<file path="config.mk">
export PLATFORM = sky130hd
export DESIGN_NAME = sdr_top
export DESIGN_NICKNAME = d
export VERILOG_FILES = /design/src/sdr_pkg.sv /design/src/reg_bus_if.sv /design/src/adc_frontend.sv /design/src/ctrl_regs.sv /design/src/led_ddac.sv /design/src/reg_fabric.sv /design/src/sdr_top.sv /design/src/usb_tx_select.sv
export VERILOG_INCLUDE_DIRS = /design/src
export SDC_FILE = /design/constraint.sdc
export NUM_CORES = 1
export LEC_CHECK = 0
export BUFFER_PORTS_ARGS = -buffer_cell sky130_fd_sc_hd__buf_2
export CAP_MARGIN = 0
export CORE_UTILIZATION = 39
export CTS_BUF_LIST = sky130_fd_sc_hd__clkbuf_4
export DETAILED_ROUTE_END_ITERATION = 10
export HOLD_SLACK_MARGIN = 0.15
export PLACE_DENSITY_LB_ADDON = 0.2
export SYNTH_ARGS = -nofsm -noshare
export SYNTH_HDL_FRONTEND = slang
export SYNTH_HIERARCHICAL = 1
export SYNTH_SLANG_ARGS = --single-unit
</file>
<file path="constraint.sdc">
create_clock -name clk -period 2.83 [get_ports clk]
set_input_delay 0.1415 -clock clk [delete_from_list [all_inputs] [get_ports clk]]
set_output_delay 0.1415 -clock clk [all_outputs]
set_load 0.05 [all_outputs]
</file>
<file path="src/sdr_params.svh">
`ifndef SDR_PARAMS_SVH
`define SDR_PARAMS_SVH

//////////////////////////////////////////////////////////////////////
// Bus map
//////////////////////////////////////////////////////////////////////
`define SDR_BUS_BASE    16'h43C0   // paddr[31:16]
`define SDR_BLK_ADCA    4'h0       // paddr[15:12]
`define SDR_BLK_ADCB    4'h1
`define SDR_BLK_CTRL    4'h4
`define SDR_ADDR_W      32
`define SDR_DATA_W      32

// Control block offsets
`define CTRL_USB_WDATA  12'h000
`define CTRL_USB_BE     12'h004
`define CTRL_USB_MUX    12'h008
`define CTRL_LED0       12'h00C
`define CTRL_LED1       12'h010
`define CTRL_STATUS     12'h014    // Bit 0 wr full, bit 1 rd empty
`define CTRL_USB_RDATA  12'h018

// ADC channel offsets
`define ADC_CTRL        12'h000
`define ADC_STATUS      12'h004

//////////////////////////////////////////////////////////////////////
// Widths and codes
//////////////////////////////////////////////////////////////////////
`define ADC_SAMPLE_W    8
`define USB_BE_W        4
`define LED_DEPTH       16

`define USB_MODE_CPU    2'd0
`define USB_MODE_IDLE   2'd1
`define USB_MODE_ADC    2'd2
`define USB_MODE_LOOP   2'd3

`endif

</file>
<file path="src/sdr_pkg.sv">
`include "sdr_params.svh"

package sdr_pkg;

    // FT601 write source
    typedef enum logic [1:0] {
        USB_CPU  = `USB_MODE_CPU,   // Software words
        USB_IDLE = `USB_MODE_IDLE,
        USB_ADC  = `USB_MODE_ADC,   // Channel A stream
        USB_LOOP = `USB_MODE_LOOP   // Read side turned around
    } usb_mode_t;

    typedef logic [`ADC_SAMPLE_W-1:0] adc_sample_t;
    typedef logic [`SDR_DATA_W-1:0]   usb_word_t;
    typedef logic [`USB_BE_W-1:0]     usb_be_t;
    typedef logic [`LED_DEPTH-1:0]    led_level_t;

    // IO-expander byte, active-low LED and attenuator lines
    typedef struct packed {
        logic       red_n;
        logic       grn1_n;
        logic       grn0_n;
        logic       amp_en;     // Active high
        logic       att1_n;
        logic       att0_n;
        logic [1:0] rsvd;       // Tied low
    } adc_io_t;

endpackage

</file>
<file path="src/reg_bus_if.sv">
`timescale 1ns/1ps
`include "sdr_params.svh"

interface reg_bus_if;

    logic                   sel;        // Decoded per peer
    logic                   enable;     // High in access cycle
    logic                   write;
    logic [`SDR_ADDR_W-1:0] addr;
    logic [`SDR_DATA_W-1:0] wdata;
    logic [`SDR_DATA_W-1:0] rdata;      // Peer read data, comb

    // Decoder side
    modport fabric (
        output sel, enable, write, addr, wdata,
        input  rdata
    );

    // Register block side
    modport peer (
        input  sel, enable, write, addr, wdata,
        output rdata
    );

endinterface

</file>
<file path="src/adc_frontend.sv">
`timescale 1ns/1ps
`include "sdr_params.svh"

module adc_frontend (
    input  logic                 clk,
    input  logic                 rst_n_i,
    input  sdr_pkg::adc_sample_t adc_data_i,
    input  logic                 dor_i,
    reg_bus_if.peer              bus,
    output sdr_pkg::adc_sample_t sample_o,
    output sdr_pkg::adc_io_t     adc_io_o
);
    import sdr_pkg::*;

    logic [1:0] att_q;      // Attenuator steps
    logic       amp_en_q;
    logic [2:0] led_q;      // Red, green1, green0
    logic       dor_q;
    logic       ovr_q;      // Sticky overrange
    logic       wr_acc;

    assign wr_acc = bus.sel && bus.enable && bus.write;

    always_ff @(posedge clk or negedge rst_n_i) begin
        if (!rst_n_i) begin
            att_q    <= '0;
            amp_en_q <= 1'b0;
            led_q    <= '0;
            dor_q    <= 1'b0;
            ovr_q    <= 1'b0;
            adc_io_o <= 8'hEC;      // All LEDs and attenuators off
        end else begin
            dor_q <= dor_i;
            if (wr_acc && bus.addr[11:0] == `ADC_CTRL) begin
                att_q    <= bus.wdata[1:0];
                amp_en_q <= bus.wdata[2];
                led_q    <= bus.wdata[6:4];
            end
            // Set wins over a clear in the same cycle
            if (dor_q)
                ovr_q <= 1'b1;
            else if (wr_acc && bus.addr[11:0] == `ADC_STATUS && bus.wdata[0])
                ovr_q <= 1'b0;

            // Overrange forces red on and greens off
            adc_io_o.red_n  <= !(dor_i || led_q[2]);
            adc_io_o.grn1_n <= !(!dor_i && led_q[1]);
            adc_io_o.grn0_n <= !(!dor_i && led_q[0]);
            adc_io_o.amp_en <= amp_en_q;
            adc_io_o.att1_n <= !att_q[1];
            adc_io_o.att0_n <= !att_q[0];
            adc_io_o.rsvd   <= '0;
        end
    end

    // Sample pipe, one stage
    always_ff @(posedge clk) begin
        sample_o <= adc_data_i;
    end

    always_comb begin
        bus.rdata = '0;
        case (bus.addr[11:0])
            `ADC_CTRL:   bus.rdata[6:0] = {led_q, 1'b0, amp_en_q, att_q};
            `ADC_STATUS: bus.rdata[0]   = ovr_q;
            default: ;
        endcase
    end

endmodule

</file>
<file path="src/ctrl_regs.sv">
`timescale 1ns/1ps
`include "sdr_params.svh"

module ctrl_regs (
    input  logic                clk,
    input  logic                rst_n_i,
    input  logic                usb_wr_full_i,
    input  logic                usb_rd_empty_i,
    input  sdr_pkg::usb_word_t  usb_rd_data_i,
    reg_bus_if.peer             bus,
    output sdr_pkg::usb_word_t  cpu_wr_data_o,
    output sdr_pkg::usb_be_t    cpu_wr_be_o,
    output logic                cpu_wr_stb_o,
    output logic                cpu_rd_stb_o,
    output sdr_pkg::usb_mode_t  usb_mode_o,
    output sdr_pkg::led_level_t led0_level_o,
    output sdr_pkg::led_level_t led1_level_o
);
    import sdr_pkg::*;

    logic [11:0] offs;
    logic        wr_acc;
    logic        rd_acc;
    usb_word_t   wdata_q;   // Last CPU USB word

    assign offs   = bus.addr[11:0];
    assign wr_acc = bus.sel && bus.enable && bus.write;
    assign rd_acc = bus.sel && bus.enable && !bus.write;

    //////////////////////////////////////////////////////////////////////
    // CPU USB strobes, high during the access cycle only
    //////////////////////////////////////////////////////////////////////
    assign cpu_wr_stb_o = wr_acc && (offs == `CTRL_USB_WDATA);
    assign cpu_rd_stb_o = rd_acc && (offs == `CTRL_USB_RDATA);

    // New word bypasses the register so the selector catches it
    assign cpu_wr_data_o = cpu_wr_stb_o ? bus.wdata : wdata_q;

    always_ff @(posedge clk or negedge rst_n_i) begin
        if (!rst_n_i) begin
            wdata_q      <= '0;
            cpu_wr_be_o  <= '0;
            usb_mode_o   <= USB_CPU;
            led0_level_o <= '0;     // LEDs dark
            led1_level_o <= '0;
        end else if (wr_acc) begin
            case (offs)
                `CTRL_USB_WDATA: wdata_q      <= bus.wdata;
                `CTRL_USB_BE:    cpu_wr_be_o  <= bus.wdata[`USB_BE_W-1:0];
                `CTRL_USB_MUX:   usb_mode_o   <= usb_mode_t'(bus.wdata[1:0]);
                `CTRL_LED0:      led0_level_o <= bus.wdata[`LED_DEPTH-1:0];
                `CTRL_LED1:      led1_level_o <= bus.wdata[`LED_DEPTH-1:0];
                default: ;                  // STATUS and RDATA read-only
            endcase
        end
    end

    //////////////////////////////////////////////////////////////////////
    // Readback
    //////////////////////////////////////////////////////////////////////
    always_comb begin
        bus.rdata = '0;
        case (offs)
            `CTRL_USB_WDATA: bus.rdata = wdata_q;
            `CTRL_USB_BE:    bus.rdata[`USB_BE_W-1:0] = cpu_wr_be_o;
            `CTRL_USB_MUX:   bus.rdata[1:0] = usb_mode_o;
            `CTRL_LED0:      bus.rdata[`LED_DEPTH-1:0] = led0_level_o;
            `CTRL_LED1:      bus.rdata[`LED_DEPTH-1:0] = led1_level_o;
            `CTRL_STATUS: begin
                bus.rdata[0] = usb_wr_full_i;
                bus.rdata[1] = usb_rd_empty_i;
            end
            `CTRL_USB_RDATA: bus.rdata = usb_rd_data_i;   // Live FIFO head
            default: ;
        endcase
    end

endmodule

</file>
<file path="src/led_ddac.sv">
`timescale 1ns/1ps
`include "sdr_params.svh"

module led_ddac #(
    parameter int DEPTH = `LED_DEPTH
) (
    input  logic             clk,
    input  logic             rst_n_i,
    input  logic [DEPTH-1:0] level_i,
    output logic             pwm_o
);

    logic [DEPTH-1:0] acc_q;
    logic [DEPTH:0]   sum;      // Extra bit is the carry

    // First-order modulator, carry density tracks level
    assign sum = {1'b0, acc_q} + {1'b0, level_i};

    always_ff @(posedge clk or negedge rst_n_i) begin
        if (!rst_n_i) begin
            acc_q <= '0;
            pwm_o <= 1'b0;
        end else begin
            acc_q <= sum[DEPTH-1:0];
            pwm_o <= sum[DEPTH];
        end
    end

endmodule

</file>
<file path="src/reg_fabric.sv">
`timescale 1ns/1ps
`include "sdr_params.svh"

module reg_fabric (
    input  logic                   psel_i,
    input  logic                   penable_i,
    input  logic                   pwrite_i,
    input  logic [`SDR_ADDR_W-1:0] paddr_i,
    input  logic [`SDR_DATA_W-1:0] pwdata_i,
    output logic [`SDR_DATA_W-1:0] prdata_o,
    reg_bus_if.fabric              adca_bus,
    reg_bus_if.fabric              adcb_bus,
    reg_bus_if.fabric              ctrl_bus
);

    logic       base_hit;   // Our 64 KB window
    logic [3:0] blk;

    assign base_hit = psel_i && (paddr_i[31:16] == `SDR_BUS_BASE);
    assign blk      = paddr_i[15:12];

    // Peer selects
    assign adca_bus.sel = base_hit && (blk == `SDR_BLK_ADCA);
    assign adcb_bus.sel = base_hit && (blk == `SDR_BLK_ADCB);
    assign ctrl_bus.sel = base_hit && (blk == `SDR_BLK_CTRL);

    // Shared fields go to every peer
    assign adca_bus.enable = penable_i;
    assign adca_bus.write  = pwrite_i;
    assign adca_bus.addr   = paddr_i;
    assign adca_bus.wdata  = pwdata_i;
    assign adcb_bus.enable = penable_i;
    assign adcb_bus.write  = pwrite_i;
    assign adcb_bus.addr   = paddr_i;
    assign adcb_bus.wdata  = pwdata_i;
    assign ctrl_bus.enable = penable_i;
    assign ctrl_bus.write  = pwrite_i;
    assign ctrl_bus.addr   = paddr_i;
    assign ctrl_bus.wdata  = pwdata_i;

    // Read return, zero on a miss
    always_comb begin
        prdata_o = '0;
        if (adca_bus.sel)
            prdata_o = adca_bus.rdata;
        else if (adcb_bus.sel)
            prdata_o = adcb_bus.rdata;
        else if (ctrl_bus.sel)
            prdata_o = ctrl_bus.rdata;
    end

endmodule

</file>
<file path="src/sdr_top.sv">
`timescale 1ns/1ps
`include "sdr_params.svh"

module sdr_top (
    input  logic                   clk,
    input  logic                   rst_n_i,
    input  logic                   psel_i,
    input  logic                   penable_i,
    input  logic                   pwrite_i,
    input  logic [`SDR_ADDR_W-1:0] paddr_i,
    input  logic [`SDR_DATA_W-1:0] pwdata_i,
    output logic [`SDR_DATA_W-1:0] prdata_o,
    input  sdr_pkg::adc_sample_t   adc_a_data_i,
    input  logic                   adc_a_dor_i,
    input  sdr_pkg::adc_sample_t   adc_b_data_i,
    input  logic                   adc_b_dor_i,
    output sdr_pkg::adc_io_t       adc_a_io_o,
    output sdr_pkg::adc_io_t       adc_b_io_o,
    input  sdr_pkg::usb_word_t     usb_rd_data_i,
    input  sdr_pkg::usb_be_t       usb_rd_be_i,
    input  logic                   usb_rd_valid_i,
    input  logic                   usb_rd_empty_i,
    input  logic                   usb_wr_full_i,
    output sdr_pkg::usb_word_t     usb_wr_data_o,
    output sdr_pkg::usb_be_t       usb_wr_be_o,
    output logic                   usb_wr_en_o,
    output logic                   usb_rd_en_o,
    output logic                   led0_o,
    output logic                   led1_o
);
    import sdr_pkg::*;

    usb_word_t   cpu_wr_data;
    usb_be_t     cpu_wr_be;
    logic        cpu_wr_stb;
    logic        cpu_rd_stb;
    usb_mode_t   usb_mode;
    led_level_t  led0_level;
    led_level_t  led1_level;
    adc_sample_t adc_a_sample;  // Feeds the USB stream

    reg_bus_if adca_bus ();
    reg_bus_if adcb_bus ();
    reg_bus_if ctrl_bus ();

    //////////////////////////////////////////////////////////////////////
    // Register bus
    //////////////////////////////////////////////////////////////////////
    reg_fabric u_fabric (
        .psel_i    (psel_i),
        .penable_i (penable_i),
        .pwrite_i  (pwrite_i),
        .paddr_i   (paddr_i),
        .pwdata_i  (pwdata_i),
        .prdata_o  (prdata_o),
        .adca_bus  (adca_bus),
        .adcb_bus  (adcb_bus),
        .ctrl_bus  (ctrl_bus)
    );

    ctrl_regs u_ctrl (
        .clk            (clk),
        .rst_n_i        (rst_n_i),
        .usb_wr_full_i  (usb_wr_full_i),
        .usb_rd_empty_i (usb_rd_empty_i),
        .usb_rd_data_i  (usb_rd_data_i),
        .bus            (ctrl_bus),
        .cpu_wr_data_o  (cpu_wr_data),
        .cpu_wr_be_o    (cpu_wr_be),
        .cpu_wr_stb_o   (cpu_wr_stb),
        .cpu_rd_stb_o   (cpu_rd_stb),
        .usb_mode_o     (usb_mode),
        .led0_level_o   (led0_level),
        .led1_level_o   (led1_level)
    );

    //////////////////////////////////////////////////////////////////////
    // ADC front ends
    //////////////////////////////////////////////////////////////////////
    adc_frontend u_adca (
        .clk        (clk),
        .rst_n_i    (rst_n_i),
        .adc_data_i (adc_a_data_i),
        .dor_i      (adc_a_dor_i),
        .bus        (adca_bus),
        .sample_o   (adc_a_sample),
        .adc_io_o   (adc_a_io_o)
    );

    adc_frontend u_adcb (
        .clk        (clk),
        .rst_n_i    (rst_n_i),
        .adc_data_i (adc_b_data_i),
        .dor_i      (adc_b_dor_i),
        .bus        (adcb_bus),
        .sample_o   (),             // B samples not streamed
        .adc_io_o   (adc_b_io_o)
    );

    //////////////////////////////////////////////////////////////////////
    // USB write source and LEDs
    //////////////////////////////////////////////////////////////////////
    usb_tx_select u_usb_sel (
        .clk            (clk),
        .rst_n_i        (rst_n_i),
        .usb_mode_i     (usb_mode),
        .cpu_wr_data_i  (cpu_wr_data),
        .cpu_wr_be_i    (cpu_wr_be),
        .cpu_wr_stb_i   (cpu_wr_stb),
        .cpu_rd_stb_i   (cpu_rd_stb),
        .adc_sample_i   (adc_a_sample),
        .usb_rd_data_i  (usb_rd_data_i),
        .usb_rd_be_i    (usb_rd_be_i),
        .usb_rd_valid_i (usb_rd_valid_i),
        .usb_wr_full_i  (usb_wr_full_i),
        .usb_wr_data_o  (usb_wr_data_o),
        .usb_wr_be_o    (usb_wr_be_o),
        .usb_wr_en_o    (usb_wr_en_o),
        .usb_rd_en_o    (usb_rd_en_o)
    );

    led_ddac #(.DEPTH(`LED_DEPTH)) u_led0 (
        .clk     (clk),
        .rst_n_i (rst_n_i),
        .level_i (led0_level),
        .pwm_o   (led0_o)
    );

    led_ddac #(.DEPTH(`LED_DEPTH)) u_led1 (
        .clk     (clk),
        .rst_n_i (rst_n_i),
        .level_i (led1_level),
        .pwm_o   (led1_o)
    );

endmodule

</file>
<file path="src/usb_tx_select.sv">
`timescale 1ns/1ps

module usb_tx_select (
    input  logic                 clk,
    input  logic                 rst_n_i,
    input  sdr_pkg::usb_mode_t   usb_mode_i,
    input  sdr_pkg::usb_word_t   cpu_wr_data_i,
    input  sdr_pkg::usb_be_t     cpu_wr_be_i,
    input  logic                 cpu_wr_stb_i,
    input  logic                 cpu_rd_stb_i,
    input  sdr_pkg::adc_sample_t adc_sample_i,
    input  sdr_pkg::usb_word_t   usb_rd_data_i,
    input  sdr_pkg::usb_be_t     usb_rd_be_i,
    input  logic                 usb_rd_valid_i,
    input  logic                 usb_wr_full_i,
    output sdr_pkg::usb_word_t   usb_wr_data_o,
    output sdr_pkg::usb_be_t     usb_wr_be_o,
    output logic                 usb_wr_en_o,
    output logic                 usb_rd_en_o
);
    import sdr_pkg::*;

    always_ff @(posedge clk or negedge rst_n_i) begin
        if (!rst_n_i) begin
            usb_wr_data_o <= '0;
            usb_wr_be_o   <= '0;
            usb_wr_en_o   <= 1'b0;
            usb_rd_en_o   <= 1'b0;
        end else begin
            case (usb_mode_i)
                USB_CPU: begin
                    usb_wr_data_o <= cpu_wr_data_i;
                    usb_wr_be_o   <= cpu_wr_be_i;
                    usb_wr_en_o   <= cpu_wr_stb_i;
                    usb_rd_en_o   <= cpu_rd_stb_i;
                end
                USB_IDLE: begin
                    usb_wr_data_o <= '0;
                    usb_wr_be_o   <= '0;
                    usb_wr_en_o   <= 1'b0;
                    usb_rd_en_o   <= 1'b0;
                end
                USB_ADC: begin                                  // Free running, ignores full
                    usb_wr_data_o <= usb_word_t'(adc_sample_i); // Zero-extended
                    usb_wr_be_o   <= '1;
                    usb_wr_en_o   <= 1'b1;
                    usb_rd_en_o   <= 1'b1;
                end
                USB_LOOP: begin
                    usb_wr_data_o <= usb_rd_data_i;
                    usb_wr_be_o   <= usb_rd_be_i;
                    usb_wr_en_o   <= usb_rd_valid_i;
                    usb_rd_en_o   <= !usb_wr_full_i;    // Stall reads on full
                end
            endcase
        end
    end

endmodule
</file>
* After elaboration in Yosys (flattened, before gate mapping)
Index checks and enable logic that the tools add are counted.
** Cells by class
- $mul :: 0
- Muxes and demuxes :: 20
- Equal/unequal tests :: 12
- Bitwise gates (word level) :: 0
- $lt $le $gt $ge :: 0
- $add $sub $neg :: 2
- Reduce and logical (&&, ||, !) cells :: 49
- Divide/modulo/power cells :: 0
- Shift-type cells :: 0
** Operators by type and width (count)
- $mux W32 :: 4
- $pmux W32 S4 :: 1
- $pmux W12 S4 :: 1
- $eq A12 B5 Y1 const B :: 3
- $add A16 B16 Y17 :: 2
- $pmux W16 S2 :: 1
- $eq A12 B4 Y1 const B :: 2
- $logic_and A1 B1 Y1 :: 23
- $eq A16 B15 Y1 const B :: 1
- $pmux W4 S4 :: 1
- $logic_not A1 Y1 :: 14
- $pmux W2 S7 :: 1
- $eq A12 B3 Y1 const B :: 1
- $logic_not A12 Y1 :: 1
- $mux W6 :: 2
- $pmux W2 S5 :: 1
- $reduce_and A2 Y1 :: 5
- $pmux W1 S4 :: 2
- $eq A2 B2 Y1 const B :: 2
- $eq A4 B1 Y1 const B :: 1
- $eq A4 B3 Y1 const B :: 1
- $logic_not A4 Y1 :: 1
- $mux W1 :: 4
- $pmux W1 S2 :: 2
- other kinds (4) :: 6
** Word-level totals
- Memories :: 0
- RAM bits :: 0
- Register bits after elaboration :: 178
- Word-level logic and storage cells :: 119
- Bits in read-only memories :: 0
- Latch bits :: 0

* Depth between registers and ports, before layout
Gate-level depths: netlist (run 1).
- Word-level depth :: 9
- Mapped depth :: 12
- Gate-level depth less buffers :: 9

* Cells and area by module
Netlist (run 1), hierarchy kept.
** Modules (own cells, without submodules)
- ctrl_regs :: sequential area each 1751.7 um2, area an instance 3693.5 um2, cells each 300, instances 1
- reg_fabric :: sequential area each 0.0 um2, area an instance 2640.0 um2, cells each 324, instances 1
- adc_frontend :: sequential area each 516.7 um2, area an instance 962.2 um2, cells each 81, instances 2
- usb_tx_select :: sequential area each 950.9 um2, area an instance 1471.4 um2, cells each 107, instances 1
- led_ddac at u_led1 :: sequential area each 425.4 um2, area an instance 1218.7 um2, cells each 119, instances 1
- led_ddac at u_led0 :: sequential area each 425.4 um2, area an instance 1176.1 um2, cells each 111, instances 1

* Worst setup path after synthesis (run 1)
OpenSTA, ideal clock, no wires.
- Path type :: input-to-output
- From :: input port paddr_i[9]
- To :: output port prdata_o[27]
- Data arrival time :: 2.833 ns
- Cell stages on the path :: 10
- Setup slack :: -0.144 ns
- Required time :: 2.689 ns
- Cells stage by stage :: buf_4 nor4_4 nand3_1 or2_2 clkbuf_1 clkbuf_1 nor2_1 mux2i_1 a2bb2oi_1 nor3_1
** On the way
- Cells in the longest elaborated chain, start to end :: 5
** Ends and longest elaborated chain
- start, declared :: line sdr_top.sv:10 : input logic [`SDR_ADDR_W-1:0] paddr_i,
- $eq A12 B5 Y1 / $logic_not A12 Y1 (equally long branches) :: line ctrl_regs.sv:63 : case (offs)
- $pmux W16 S2 (*) :: line ctrl_regs.sv:63
- named net ctrl_bus.rdata[27] :: line reg_bus_if.sv:11 : logic [`SDR_DATA_W-1:0] rdata;
- $mux W32 (*) :: line reg_fabric.sv:48 : else if (ctrl_bus.sel)
- $mux W32 (*) :: line reg_fabric.sv:46 : else if (adcb_bus.sel)
- $mux W32 (*) :: line reg_fabric.sv:44 : if (adca_bus.sel)
- end, declared :: line sdr_top.sv:12 : output logic [`SDR_DATA_W-1:0] prdata_o,
The timed path passes the listed nets; every way through them passes the cells marked *.

* Worst setup path after layout (run 1)
- From :: input port paddr_i[6]
- To :: register u_adca.led_q[0]
** On the way
- Cells in the longest elaborated chain, start to end :: 2
** Ends and longest elaborated chain
- $logic_not A12 Y1 (no source line)
- $logic_and A1 B1 Y1 (no source line)
- end signal, assigned :: line adc_frontend.sv:37 : led_q <= bus.wdata[6:4];
- end, declared :: line adc_frontend.sv:17 : logic [2:0] led_q;
No other way between the ends.
A chain may end at the register's enable or synchronous reset.

==> results.yml, run 1 <==
die:
  coreArea_um2: 27930
  die_y_um: 170.9
  rows: 61
  initial_utilization_pct: 39.82
  die_area_um2: 29200
  pin_count: 214
  die_w_um: 170.9
min_path:
  hold_path.class: "primary input to asynchronous set/reset pin"
clocking:
  cts_tree: "done"
  cts_buffers: 17
  clk_pin_slew_worst_paths_ps: 160
  clockRootBuffer: "clkbuf_4"
  clock_path_buffers: 2
  clock_latency_ps: 600
  clock_sinks: 178
  h-tree-depth: 4
cells_and_area:
  n_fill_cell: 2629
  layout.nets: 1400
  fin_cells: 1633
  design_area_um2: 13370
  area_growth_pct: 20.22
  drive_gt1_share_pct: 33.84
route:
  routedWlPerCell_um: 18.49
  dr.pass1.iters: 7
  drc: 0
  ant_nets: 0
  routed_wl_um: 30200
  vias: 8274
  drtIter0Drc: 545
  viasPerCell: 5.067
logic_synthesis:
  syn-instance-count: 1003
  synth_area_per_cell_um2: 11.09
  netlist_area_um2: 11120
  yosys_warnings: 6
worst_setup_path:
  crit_type: "primary input to flip-flop"
  endpoint: "u_adca/led_q[0]"
  cp_cell_sequence: "dlygate4sd3_1 -> buf_2 -> or4_4 -> dlygate4sd3_1 -> nor4_4 -> buf_4 -> mux2_2 -> dlygate4sd3_1"
  arrival_ps: 3310
  startpoint: "paddr_i[6]"
  endpoint_kind: "flip-flop"
  rrSetupSlack_ps: 260
  path_delay_family: "buffers and inverters"
  worstPathRequired_ps: 3320
  cp.depth: 8
  slowest_stage: "dlygate4sd3_1"
  r2r_start: "u_ctrl/led1_level_o[0]"
  crit_buf_inv: 5
  worstReg2RegEnd: "u_led1/acc_q[14]"
  path_common_cell: "dlygate4sd3_1"
  crit_fanout: 6
  critPathLaunchType: "primary input"
  critPathMaxStageDelay_ps: 640
  rr_worst_depth: 7
timing:
  relSlewSlack_pct: 30.38
  final-hold-violation-count: 0
  finalMaxSlewViolations: 0
  tightestPinTransition_ps: 1040
  rsz0062_at_grt: "true"
  period_share_pct: 99.66
  fmax_ghz: 0.3546
  setup_violations: 0
  skew_ps: 29.22
  min_period_ps: 2820
run_status:
  outcome: "finished, final reports clean"
place:
  gp_congestion: 0.8545
  dp_hpwl_um: 20400
  postPlaceCellArea_um2: 11680
  dp.cells: 1471
  portBuffers: 201
global_route:
  grt_pass1_wl_um: 45710
  grt_antenna_before_repair: 1
  track_usage_pct: 20.61
  grt_pass1_vias: 8194
  overflow: 0
  grt_max_degree: 105
pwr:
  p_leak_nw: 6.761
  ir_worst_vdd_v: 0.0002247
  finalPower_w: 0.004815
  power_density_nw_per_um2: 360.0
flow_run:
  cap_violations: 0
==> state kept, by name, indices dropped and copies added (netlist names), 8 cells and up <==
signal and cells:
u_ctrl/led1_level_o 16, u_ctrl/led0_level_o 16, u_adca/sample_o 8, u_led1/acc_q 16, u_led0/acc_q 16, u_ctrl/wdata_q 32
u_usb_sel/usb_wr_data_o 32
==> final cells by class <==
type / instances / area, um2 / share of cell area, %
inverters: 18 / 67.56 / 0.5052
clock inverters: 14 / 202.7 / 1.516
repair buffers: 359 / 2570 / 19.22
flip-flops and latches: 178 / 4427 / 33.10
multi-input cells: 666 / 5493 / 41.07
clock buffers: 18 / 135.1 / 1.010
well taps: 378 / 473.0 / 3.537
diodes: 2 / 5.005 / 0.03743
==> what timing repair did <==
item / in CTS / in global routing
hold endpoints to repair: 308 / 1
setup buffers: 0 / 2
hold buffers: 124 / 1
endpoints found under the setup margin: 0 / 44
resized for setup: 0 / 16
==> worst reg2reg max path: stages, from the launching register on <==
cell and delay [ps]:
dfrtp_1 460, ha_1 260, fa_1 400, a21oi_1 220, o221ai_1 230, a31oi_1 320
or4b_1 460, o311ai_1 110
==> cell usage in the layout, fill, tap and decap left out, types with 8 or more instances in the layout <==
master	count
a21o_1	16
a21oi_1	27
a22o_1	24
a22oi_1	29
a2bb2oi_1	32
and2_1	13
buf_2	195
buf_4	31
clkbuf_4	21
conb_1	56
dfrtp_1	160
dfstp_2	10
dfxtp_1	8
dlygate4sd3_1	125
ha_1	32
inv_1	17
mux2_2	54
mux2_4	30
mux2i_1	62
nand2_1	21
nand3_1	11
nor2_1	53
nor3_1	9
nor3_2	31
nor4_1	8
o22a_1	12
o2bb2ai_1	9
xnor2_1	12
xor2_1	9
==> metrics by stage <==
stage	hold slack, ps	util [%]	setup TNS [ps]	setup WS, ps
2_1_floorplan	-154.1	-	0	67.05
3_3_place_gp	-74.47	41.83	-674.9	-35.85
3_5_place_dp	-74.07	41.83	-2747	-124.4
4_1_cts	154.1	47.48	0	13.86
5_1_grt	168.1	47.87	-105.4	-51.27
6_report	159.2	47.87	0	9.574
==> routing by layer <==
metal | GRT usage, % | share of wire [%] | up-vias
li1 | - | - | 3941
met1 | 27.47 | 46 | 4109
met2 | 34.25 | 49 | 202
met3 | 3.956 | 4.3 | 22
met4 | 5.241 | 1.1 | 0
met5 | 0 | 0 | -
==> where the power goes <==
group / internal [W] / switching, W
Clock: 0.000730 / 0.000986
Sequential: 0.00255 / 0.00000373
Combinational: 0.000248 / 0.000293
Total: 0.00353 / 0.00128
==> how the worst min path moves through the flow <==
stage	slack, ps	depth (start not counted)	to	start
floorplan	-150	0	u_adca/adc_io_o[4]	rst_n_i
global placement	-70	1	u_led1/pwm_o	rst_n_i
detailed placement	-70	1	u_led1/pwm_o	rst_n_i
CTS	150	3	u_ctrl/wdata_q[11]	rst_n_i
global route	170	3	u_ctrl/wdata_q[15]	rst_n_i
finish	160	3	u_ctrl/wdata_q[11]	rst_n_i
Power figures use the tool's default switching activity.
==> run 2, diff against run 1 <==
==> constraint.sdc (replaced) <==
create_clock -name clk -period 2.3 [get_ports clk]
set_input_delay 0.115 -clock clk [delete_from_list [all_inputs] [get_ports clk]]
set_output_delay 0.115 -clock clk [all_outputs]
set_load 0.05 [all_outputs]
==> results.yml, run 2 (synthesis gave the netlist of run 1 again) <==
route:
  drc: 0
  dr.pass1.iters: 4
  routed_wl_um: 30190
  drtIter0Drc: 376
  viasPerCell: 5.081
  routedWlPerCell_um: 18.34
  ant_nets: 0
  vias: 8363
run_status:
  outcome: "finished, violations left"
  violations: "negative setup slack"
global_route:
  grt_pass1_vias: 8553
  grt_max_degree: 67
  grt_antenna_before_repair: 1
  grt_pass1_wl_um: 46600
  overflow: 0
  track_usage_pct: 20.86
place:
  gp_congestion: 0.8153
  dp_hpwl_um: 21350
  postPlaceCellArea_um2: 12030
  portBuffers: 201
cells_and_area:
  top_regs: "u_ctrl/wdata_q: 32 flops, u_usb_sel/usb_wr_data_o: 32 flops"
  multiInputGateArea_um2: 5692
  layout_common_cells: "buf_2, dfrtp_1, dlygate4sd3_1, buf_4, mux2i_1"
  n_fill_cell: 2615
  drive_gt1_share_pct: 38.60
  layout.nets: 1414
  design_area_um2: 13710
  area_growth_pct: 23.27
  final_common_cell: "buf_2"
  seq_area_um2: 4429
timing:
  setup_violations: 4
  min_period_ps: 2382
  rsz0062_at_grt: "true"
  fmax_ghz: 0.4198
  finalMaxSlewViolations: 0
  skew_ps: 19.05
  tightestPinTransition_ps: 675.8
  period_share_pct: 103.6
  layout_setup_ws_ps: -81.88
  relSlewSlack_pct: 54.95
  final-hold-violation-count: 0
  setup_tns_ps: -200.5
flow_run:
  cap_violations: 0
clocking:
  cts_buffers: 17
  h-tree-depth: 4
  clock_sinks: 178
  clk_pin_slew_worst_paths_ps: 170
  clockRootBuffer: "clkbuf_4"
  cts_tree: "done"
  clock_latency_ps: 580
  clock_path_buffers: 2
worst_setup_path:
  path_delay_family: "compound AO/OA/AOI/OAI gates"
  path_common_cell: "mux2i_1"
  startpoint: "u_ctrl/led1_level_o[1]"
  rrSetupSlack_ps: 10
  critPathLaunchType: "flip-flop"
  critPathMaxStageDelay_ps: 390
  worstPathRequired_ps: 2180
  endpoint_kind: "primary output"
  crit_fanout: 3
  r2r_start: "u_ctrl/led1_level_o[0]"
  cp_cell_sequence: "buf_4 -> mux2i_1 -> o32a_1 -> a21oi_2 -> mux2i_1 -> a2bb2oi_1 -> nor3_2 -> buf_6"
  crit_buf_inv: 2
  worstReg2RegEnd: "u_led1/acc_q[14]"
  slowest_stage: "dfrtp_1"
  arrival_ps: 2270
  crit_type: "flip-flop to primary output"
  rr_worst_depth: 8
min_path:
  hold_end: "u_adcb/dor_q"
  worstHoldStart: "adc_b_dor_i"
  hold_path.class: "primary input to flip-flop"
  whs_path_depth: 2
die:
  die_w_um: 170.9
  die_area_um2: 29200
  initial_utilization_pct: 39.82
  coreArea_um2: 27930
  die_y_um: 170.9
  rows: 61
  pin_count: 214
pwr:
  power_density_nw_per_um2: 418.0
  p_leak_nw: 6.881
  ir_worst_vdd_v: 0.0002900
[run 2: changes by cell type in the layout (fill, tap and decap cells not counted), moves of 5 or more]
cell           change
buf_6              +9
clkbuf_4           +9
nor3_2             -7
dlygate4sd3_1     -25
ha_1               -5
buf_4             +39
nor3_4             +8
buf_2             -22
buf_12             +5
[run 2: worst max-delay path by stage]
stage                                   to  slack [ps]  cells after the start
6_report                       prdata_o[1]         -80                      8
5_1_grt                        prdata_o[0]        -230                      8
4_1_cts                        prdata_o[0]        -130                      8
3_5_place_dp   u_usb_sel/usb_wr_data_o[11]        -520                     11
3_3_place_gp    u_usb_sel/usb_wr_data_o[6]        -510                     12
2_1_floorplan   u_usb_sel/usb_wr_data_o[1]        -150                     11
[run 2: cell type report]
class                           instances  share of cell area (%)
Antenna cell                            1                 0.01825
Clock buffer                           18                  0.9855
Sequential cell                       178                   32.30
Tap cell                              378                   3.449
Timing Repair Buffer                  373                   20.03
Multi-Input combinational cell        666                   41.51
Clock inverter                         14                   1.214
Inverter                               18                  0.4927
[run 2: through the flow]
step	total power (W)	setup WS [ps]	util [%]	hold slack [ps]	instances
5_1_grt	0.005987	-225.2	49.09	150.9	1646
3_3_place_gp	0.003757	-507.2	43.06	165.2	1499
3_5_place_dp	0.003757	-523.8	43.06	167.6	1499
4_1_cts	0.005819	-129.7	48.32	157.8	1639
6_report	0.005731	-81.88	49.09	216.1	1646
2_1_floorplan	0.003635	-153.5	-	-180.6	1057
[run 2: repair_timing]
action	CTS	global route
setup endpoints to repair	19	46
pin swaps	8	11
buffers inserted	8	6
endpoints found under the hold margin	298	0
hold buffers	100	0
gates resized for setup	31	40
[run 2: metal layers]
layer  global-route usage (%)  wire [um]
met2                    35.10      14500
met5                        0          0
met4                    6.095        546
met3                    3.053       1162
met1                    27.75      13980
[run 2: report_power, final]
| group | leakage, nW | internal [W] | switching [W] |
|---|---|---|---|
| combinational | 4.33 | 0.000308 | 0.000366 |
| sequential | 2.39 | 0.00314 | 0.00000547 |
| clock | 0.161 | 0.000696 | 0.00121 |
